`src/verilog/chipset_cfg.svh`:
```
`ifndef CHIPSET_CFG_SVH
`define CHIPSET_CFG_SVH

// bus widths
`define ADDR_W 20
`define RAM_ADDR_W 21

// expanded memory
`define EMS_PAGES 4
`define EMS_MAP_W 6

// i/o port map
`define EMS_PORT_BASE 16'h0260
`define LPT_PORT 16'h0378
// matched on address bits 15 to 3
`define NMI_MASK_PORT 16'h00A0

// chip selects below 0x100
`define PERIPH_COUNT 8

`endif

```
`src/verilog/chipset_pkg.sv`:
```
`include "chipset_cfg.svh"

package chipset_pkg;

	typedef logic [`ADDR_W-1:0] cpu_addr_t;
	typedef logic [`RAM_ADDR_W-1:0] ram_addr_t;
	typedef logic [7:0] bus_byte_t;

	// one mapped 16k page number
	typedef logic [`EMS_MAP_W-1:0] ems_entry_t;
	typedef ems_entry_t [`EMS_PAGES-1:0] ems_map_t;

	// select group, all active high
	typedef struct packed {
		logic ems;
		logic lpt;
		logic nmi_mask;
		logic ram;
	} io_sel_t;

endpackage

```
`src/verilog/cpu_bus_if.sv`:
```
`timescale 1ns/1ps

interface cpu_bus_if import chipset_pkg::*; ();

	cpu_addr_t address;
	bus_byte_t data;
	logic io_read_n;
	logic io_write_n;
	logic memory_read_n;
	logic memory_write_n;
	logic address_enable_n;

	modport decoder (
		input address,
		input io_read_n,
		input io_write_n,
		input memory_write_n,
		input address_enable_n
	);

	modport mapper (
		input address,
		input data,
		input io_read_n,
		input io_write_n
	);

	modport readback (
		input address,
		input data,
		input io_read_n,
		input io_write_n,
		input memory_read_n
	);

endinterface

```
`src/verilog/io_decoder.sv`:
```
`timescale 1ns/1ps
`include "chipset_cfg.svh"

module io_decoder import chipset_pkg::*; (
	cpu_bus_if.decoder bus_i,
	input logic ems_enabled_i,
	output logic [`PERIPH_COUNT-1:0] periph_cs_n_o,
	output io_sel_t sel_o,
	output logic ram_write_o
);

	localparam int SEL_W = $clog2(`PERIPH_COUNT);

	logic io_req;
	logic io_cycle;
	logic low_page;

	assign io_req = !bus_i.io_read_n || !bus_i.io_write_n;
	assign io_cycle = io_req && !bus_i.address_enable_n;

	// xt ports 0x000 to 0x0ff
	assign low_page = bus_i.address[9:8] == 2'b00;

	// 32-port blocks, one select each
	always_comb begin
		periph_cs_n_o = '1;
		if (io_cycle && low_page) begin
			periph_cs_n_o[bus_i.address[5 +: SEL_W]] = 1'b0;
		end
	end

	always_comb begin
		sel_o.ems = io_cycle && ems_enabled_i &&
			(bus_i.address[15:2] == 14'(`EMS_PORT_BASE >> 2));
		sel_o.lpt = io_cycle && (bus_i.address[15:0] == 16'(`LPT_PORT));
		sel_o.nmi_mask = io_cycle &&
			(bus_i.address[15:3] == 13'(`NMI_MASK_PORT >> 3));
		// any memory cycle goes to ram
		sel_o.ram = !io_req && !bus_i.address_enable_n;
	end

	assign ram_write_o = sel_o.ram && !bus_i.memory_write_n;

	a_cs_onehot: assert final ($onehot0(~periph_cs_n_o))
		else $error("more than one peripheral select active");

endmodule

```
`src/verilog/ems_mapper.sv`:
```
`timescale 1ns/1ps
`include "chipset_cfg.svh"

module ems_mapper import chipset_pkg::*; (
	input logic clock,
	input logic reset,
	cpu_bus_if.mapper bus_i,
	input io_sel_t sel_i,
	input logic [1:0] ems_base_i,
	output ems_map_t map_o,
	output logic [`EMS_PAGES-1:0] enable_o,
	output ram_addr_t ram_address_o
);

	localparam int PAGE_W = $clog2(`EMS_PAGES);

	logic io_req;
	logic [PAGE_W-1:0] port_page;
	ems_entry_t new_entry;
	logic new_enable;

	// write stage 1
	logic wr_flag;
	logic [PAGE_W-1:0] wr_page;
	ems_entry_t wr_entry;
	logic wr_enable;

	logic [3:0] window_seg;
	logic [PAGE_W-1:0] win_page;
	logic win_hit;

	assign io_req = !bus_i.io_read_n || !bus_i.io_write_n;
	assign port_page = bus_i.address[PAGE_W-1:0];

	// 0xff unmaps, bit 7 set leaves the page alone
	always_comb begin
		new_entry = map_o[port_page];
		new_enable = enable_o[port_page];
		if (bus_i.data == 8'hFF) begin
			new_entry = '1;
			new_enable = 1'b0;
		end else if (bus_i.data < 8'h80) begin
			new_entry = bus_i.data[`EMS_MAP_W-1:0];
			new_enable = 1'b1;
		end
	end

	always_ff @(posedge clock or posedge reset) begin
		if (reset) begin
			wr_flag <= 1'b0;
		end else begin
			wr_flag <= sel_i.ems && !bus_i.io_write_n;
		end
	end

	always_ff @(posedge clock) begin
		wr_page <= port_page;
		wr_entry <= new_entry;
		wr_enable <= new_enable;
	end

	// write stage 2
	always_ff @(posedge clock or posedge reset) begin
		if (reset) begin
			map_o <= '0;
			enable_o <= '0;
		end else if (wr_flag) begin
			map_o[wr_page] <= wr_entry;
			enable_o[wr_page] <= wr_enable;
		end
	end

	// window segment, defaults to 0xd000
	always_comb begin
		case (ems_base_i)
			2'd0: window_seg = 4'hA;
			2'd1: window_seg = 4'hC;
			default: window_seg = 4'hD;
		endcase
	end

	assign win_page = bus_i.address[15 -: PAGE_W];
	assign win_hit = !io_req && (bus_i.address[19:16] == window_seg) &&
		enable_o[win_page];

	always_comb begin
		if (win_hit) begin
			ram_address_o = {1'b1, map_o[win_page], bus_i.address[13:0]};
		end else begin
			ram_address_o = {1'b0, bus_i.address};
		end
	end

	// upper half of ram is only reachable through the window
	a_no_ems_on_io: assert property (
		@(posedge clock) disable iff (reset)
		io_req |-> !ram_address_o[`RAM_ADDR_W-1]
	) else $error("ems ram address during i/o cycle");

endmodule

```
`src/verilog/chipset_readback.sv`:
```
`timescale 1ns/1ps
`include "chipset_cfg.svh"

module chipset_readback import chipset_pkg::*; (
	input logic clock,
	input logic reset,
	cpu_bus_if.readback bus_i,
	input io_sel_t sel_i,
	input ems_map_t map_i,
	input logic [`EMS_PAGES-1:0] enable_i,
	input bus_byte_t ram_data_i,
	output bus_byte_t data_bus_out_o,
	output logic data_bus_out_from_chipset_o
);

	localparam int PAGE_W = $clog2(`EMS_PAGES);

	bus_byte_t lpt_data;
	bus_byte_t nmi_mask_data;
	logic [PAGE_W-1:0] rd_page;
	bus_byte_t ems_rd_data;

	always_ff @(posedge clock or posedge reset) begin
		if (reset) begin
			lpt_data <= 8'hFF;
			nmi_mask_data <= 8'hFF;
		end else begin
			if (sel_i.lpt && !bus_i.io_write_n) begin
				lpt_data <= bus_i.data;
			end
			if (sel_i.nmi_mask && !bus_i.io_write_n) begin
				nmi_mask_data <= bus_i.data;
			end
		end
	end

	// unmapped page reads as 0xff
	assign rd_page = bus_i.address[PAGE_W-1:0];
	assign ems_rd_data = enable_i[rd_page] ?
		{{(8 - `EMS_MAP_W){1'b0}}, map_i[rd_page]} : 8'hFF;

	always_ff @(posedge clock or posedge reset) begin
		if (reset) begin
			data_bus_out_from_chipset_o <= 1'b0;
			data_bus_out_o <= '0;
		end else if (sel_i.ram && !bus_i.memory_read_n) begin
			data_bus_out_from_chipset_o <= 1'b1;
			data_bus_out_o <= ram_data_i;
		end else if (sel_i.ems && !bus_i.io_read_n) begin
			data_bus_out_from_chipset_o <= 1'b1;
			data_bus_out_o <= ems_rd_data;
		end else if (sel_i.lpt && !bus_i.io_read_n) begin
			data_bus_out_from_chipset_o <= 1'b1;
			data_bus_out_o <= lpt_data;
		end else if (sel_i.nmi_mask && !bus_i.io_read_n) begin
			data_bus_out_from_chipset_o <= 1'b1;
			data_bus_out_o <= nmi_mask_data;
		end else begin
			data_bus_out_from_chipset_o <= 1'b0;
			data_bus_out_o <= '0;
		end
	end

	// external bus is wire-ored, an idle chipset must drive zeros
	a_idle_zero: assert property (
		@(posedge clock) disable iff (reset)
		!data_bus_out_from_chipset_o |-> (data_bus_out_o == '0)
	) else $error("chipset data not zero while idle");

endmodule

```
`src/verilog/chipset_top.sv`:
```
`timescale 1ns/1ps
`include "chipset_cfg.svh"

module chipset_top import chipset_pkg::*; (
	input logic clock,
	input logic reset,
	input cpu_addr_t address_i,
	input bus_byte_t data_i,
	input logic io_read_n_i,
	input logic io_write_n_i,
	input logic memory_read_n_i,
	input logic memory_write_n_i,
	input logic address_enable_n_i,
	input logic ems_enabled_i,
	input logic [1:0] ems_base_i,
	input bus_byte_t ram_data_i,
	output logic [`PERIPH_COUNT-1:0] periph_cs_n_o,
	output logic ram_select_o,
	output logic ram_write_o,
	output ram_addr_t ram_address_o,
	output bus_byte_t data_bus_out_o,
	output logic data_bus_out_from_chipset_o
);

	cpu_bus_if bus ();

	io_sel_t sel;
	ems_map_t ems_map;
	logic [`EMS_PAGES-1:0] ems_enable;

	assign bus.address = address_i;
	assign bus.data = data_i;
	assign bus.io_read_n = io_read_n_i;
	assign bus.io_write_n = io_write_n_i;
	assign bus.memory_read_n = memory_read_n_i;
	assign bus.memory_write_n = memory_write_n_i;
	assign bus.address_enable_n = address_enable_n_i;

	io_decoder u_io_decoder (
		.bus_i(bus),
		.ems_enabled_i(ems_enabled_i),
		.periph_cs_n_o(periph_cs_n_o),
		.sel_o(sel),
		.ram_write_o(ram_write_o)
	);

	ems_mapper u_ems_mapper (
		.clock(clock),
		.reset(reset),
		.bus_i(bus),
		.sel_i(sel),
		.ems_base_i(ems_base_i),
		.map_o(ems_map),
		.enable_o(ems_enable),
		.ram_address_o(ram_address_o)
	);

	chipset_readback u_chipset_readback (
		.clock(clock),
		.reset(reset),
		.bus_i(bus),
		.sel_i(sel),
		.map_i(ems_map),
		.enable_i(ems_enable),
		.ram_data_i(ram_data_i),
		.data_bus_out_o(data_bus_out_o),
		.data_bus_out_from_chipset_o(data_bus_out_from_chipset_o)
	);

	assign ram_select_o = sel.ram;

endmodule

```
`config.mk`:
```
export PLATFORM = sky130hd
export DESIGN_NAME = chipset_top
export DESIGN_NICKNAME = d
export VERILOG_FILES = /design/src/verilog/chipset_pkg.sv /design/src/verilog/cpu_bus_if.sv /design/src/verilog/io_decoder.sv /design/src/verilog/ems_mapper.sv /design/src/verilog/chipset_readback.sv /design/src/verilog/chipset_top.sv
export VERILOG_INCLUDE_DIRS = /design/src /design/src/verilog
export SDC_FILE = /design/constraint.sdc
export NUM_CORES = 1
export LEC_CHECK = 0
export BUFFER_PORTS_ARGS = -buffer_cell sky130_fd_sc_hd__buf_2
export CORE_MARGIN = 3
export CORE_UTILIZATION = 45
export CTS_BUF_LIST = sky130_fd_sc_hd__clkbuf_16
export DETAILED_ROUTE_END_ITERATION = 6
export GPL_TIMING_DRIVEN = 1
export PLACE_DENSITY = 0.69
export SLEW_MARGIN = 10
export SYNTH_ARGS = -nofsm -noshare
export SYNTH_HDL_FRONTEND = slang
export SYNTH_SLANG_ARGS = --single-unit
```
`constraint.sdc`:
```
create_clock -name clock -period 5.3 [get_ports clock]
set_clock_uncertainty 0.2 [all_clocks]
set_input_delay 0.265 -clock clock [delete_from_list [all_inputs] [get_ports clock]]
set_output_delay 0.265 -clock clock [all_outputs]
set_load 0.01 [all_outputs]
```
==> flow_metrics.env <==
export IMPL_chipWidth_um=92.9
export IMPL_postSynthAreaPerCell_um2=12.8
export IMPL_clkTransAtPathRegs_ns=0.05
export IMPL_setup_viol_count_final=0
export IMPL_synth_xor_area_share=0
export IMPL_final_nets=383
export IMPL_cts_root_buf="clkbuf_16"
export IMPL_die_h_um=92.9
export IMPL_io_pins=86
export IMPL_vias=2465
export IMPL_drive_gt1_frac=0.553
export IMPL_grt_pass1_vias=2403
export IMPL_dpl_cell_area_um2=3760
export IMPL_critical_path_slowest_cell="mux4_2"
export IMPL_synth_compound_area_frac=0.0560
export IMPL_syn_nets=312
export IMPL_post_route_drc_count=0
export IMPL_io_buffers=85
export IMPL_antenna_found_initial=0
export IMPL_place_inst=423
export IMPL_tritoncts="done"
export IMPL_syn_area_um2=3400
export IMPL_rsz0062_at_grt="false"
export IMPL_final_area_um2=4070
export IMPL_yosysTopAreaCell="dfrtp_1"
export IMPL_max_freq_mhz=399
export IMPL_end_kind="output port"
export IMPL_clkLatencyLatePin_ns=0.33
export IMPL_cp_data_required_time_ns=4.84
export IMPL_slew_viol_final=0
export IMPL_yosysWarnings=0
export IMPL_path_buf_inv=1
export IMPL_diodes=0
export IMPL_crit_path_cell_trace="mux4_2, and4b_4, and2_4, mux2_4, buf_2"
export IMPL_track_usage=0.194
export IMPL_core_rowCount=31
export IMPL_worstPathMaxFanout=7
export IMPL_final_common_cell="buf_2"
export IMPL_ir_worst_vdd_mv=0.212
export IMPL_r2r_setup_slack_ns=3.56
export IMPL_synth_seq_area_share=0.457
export IMPL_core_um2=7290
export IMPL_cpPeakStageDelay_ns=0.48
export IMPL_cellLeakagePower_nw=1.92
export IMPL_yosysUniqueCellTypes=49
export IMPL_criticalPathCategory="flip-flop to output port"
export IMPL_drt_wl_total_um=7930
export IMPL_crit_path_start_kind="flip-flop"
export IMPL_synth_edff_count=0
export IMPL_status="finished clean"
export IMPL_worst_slew_pin_slew_ns=0.853
export IMPL_tns_ns=0
export IMPL_synth_mux_area_frac=0.282
export IMPL_synth_top_area_share=0.280
export IMPL_gp_congestion=0.816
export IMPL_cts_inserted_buffers=9
export IMPL_grt_pass1_wl_um=12600
export IMPL_synth_area_top_cells="dfrtp_1, mux2_2, dfstp_2, mux4_2, dfxtp_1"
export IMPL_ctsResizeCount=0
export IMPL_grt_max_degree=55
export IMPL_gr_total_overflow=0
export IMPL_period_share=0.473
export IMPL_drtPass1Iterations=4
export IMPL_htreeDepth=3
export IMPL_syn_instance_count=266
export IMPL_holdWs_ns=0.0184
export IMPL_synth_simple_area_share=0.146
export IMPL_hold_class="primary input to flip-flop"
export IMPL_place_hpwl_um=5900
export IMPL_drt_iter0_drc=171
export IMPL_fin_cells=441
export IMPL_min_period_ns=2.51
export IMPL_wire_per_inst_um=18.0
export IMPL_synthArstFlopShare=0.857
export IMPL_synth_top_family_by_area="multiplexers"
export IMPL_hold_viol=0
export IMPL_clkSinkCount=63
export IMPL_dieArea_um2=8620
export IMPL_worstPathArrival_ns=2.04
export IMPL_ys_ff_latch=63
export IMPL_synthAdderAreaFrac=0
export IMPL_areaGrowthSynthToFinish_pct=19.8
export IMPL_viasPerCell=5.59
export IMPL_final_cell_mix="buf_2, mux2_2, dfrtp_1"
export IMPL_p_per_area_nw_per_um2=279
export IMPL_maxCapViolations=0
export IMPL_synth_flop_cell="dfrtp_1"
export IMPL_ant_nets=0
export IMPL_initial_core_util=0.466
export IMPL_crit_family="multiplexers"
export IMPL_fillers=676
export IMPL_cts_buffer_depth=2
export IMPL_slew_headroom=0.430
-- stage by stage --
| stage | power [W] | setup WS, ns | util |
|---|---|---|---|
| 6_report | 0.00114 | 2.79 | 0.558 |
| 2_1_floorplan | 0.000545 | 3.24 | - |
| 3_3_place_gp | 0.000581 | 2.71 | 0.515 |
| 4_1_cts | 0.00115 | 2.78 | 0.558 |
| 5_1_grt | 0.00118 | 2.74 | 0.558 |
| 3_5_place_dp | 0.000582 | 2.68 | 0.515 |
-- worst min-delay path: cells and delay by family --
kind	cells	cell delay, ns
buf+inv	1	0.12
mux	1	0.07
simple gates	1	0.06
-- final timing paths --
kind	startpoint	end	cells past startpoint
max	u_ems_mapper.enable_o[3]	ram_address_o[18]	5
min	data_i[2]	u_ems_mapper.wr_entry[2]	3
max reg2reg	u_ems_mapper.wr_flag	u_ems_mapper.map_o[4]	2
min reg2reg	u_ems_mapper.map_o[3]	u_ems_mapper.map_o[3]	1
max in group asynchronous	reset	u_chipset_readback.data_bus_out_o[6]	4
min in group asynchronous	reset	u_ems_mapper.map_o[16]	4
-- cells in the mapped netlist, drive strengths merged (3+ instances only) --
| library cell | number |
|---|---|
| mux2i | 10 |
| a31oi | 4 |
| and4 | 3 |
| nor4 | 7 |
| nand2 | 13 |
| nand4 | 3 |
| dfrtp | 38 |
| nand3 | 9 |
| a211oi | 7 |
| buf | 26 |
| and2 | 8 |
| dfstp | 16 |
| mux2 | 50 |
| nor2 | 10 |
| a32oi | 8 |
| mux4 | 11 |
| dfxtp | 9 |
-- cell families (layout without fill, tap and decap cells) --
group | after synthesis | after routing
buffers and inverters | 30 | 106
DFF | 63 | 63
AOI/OAI and AO/OA | 24 | 24
muxes | 71 | 71
and+or+nand+nor | 78 | 78
-- area by class of cell --
cell class | instances | area, um^2 | share of cell area
timing repair buffer | 88 | 453 | 0.111
clock inverter | 7 | 65.1 | 0.0160
inverter | 2 | 7.51 | 0.00185
clock buffer | 9 | 225 | 0.0554
tap | 99 | 124 | 0.0305
multi-input combinational | 173 | 1640 | 0.404
sequential | 63 | 1550 | 0.381
-- report_power, final --
group          leakage, nW  switching [W]  total (W)  internal (W)
logic                 1.01      0.0000483  0.0000832     0.0000349
registers            0.769     0.00000415   0.000491      0.000487
clock network        0.146       0.000202   0.000561      0.000359
-- routing by layer --
| layer | up-vias | wire, um | track usage |
|---|---|---|---|
| li1 | 1144 | - | - |
| met1 | 1216 | 3460 | 0.256 |
| met2 | 91 | 3830 | 0.315 |
| met3 | 14 | 464 | 0.0301 |
| met4 | 0 | 172 | 0.0842 |
| met5 | - | 0 | 0 |
-- sequential cells by signal (all words and copies together), names as in the netlist --
| register | cells |
|---|---|
| u_ems_mapper.wr_enable | 1 |
| u_ems_mapper.wr_page | 2 |
| u_chipset_readback.data_bus_out_from_chipset_o | 1 |
| u_ems_mapper.wr_flag | 1 |
| u_ems_mapper.enable_o | 4 |
| u_ems_mapper.map_o | 24 |
| u_chipset_readback.nmi_mask_data | 8 |
| u_ems_mapper.wr_entry | 6 |
| u_chipset_readback.lpt_data | 8 |
| u_chipset_readback.data_bus_out_o | 8 |
-- repair_timing --
item                                   CTS  global route
hold buffers                             2             0
endpoints found under the hold margin   39             0
buffers inserted                         0             0
Note: power is estimated with default switching activity, not from simulation.
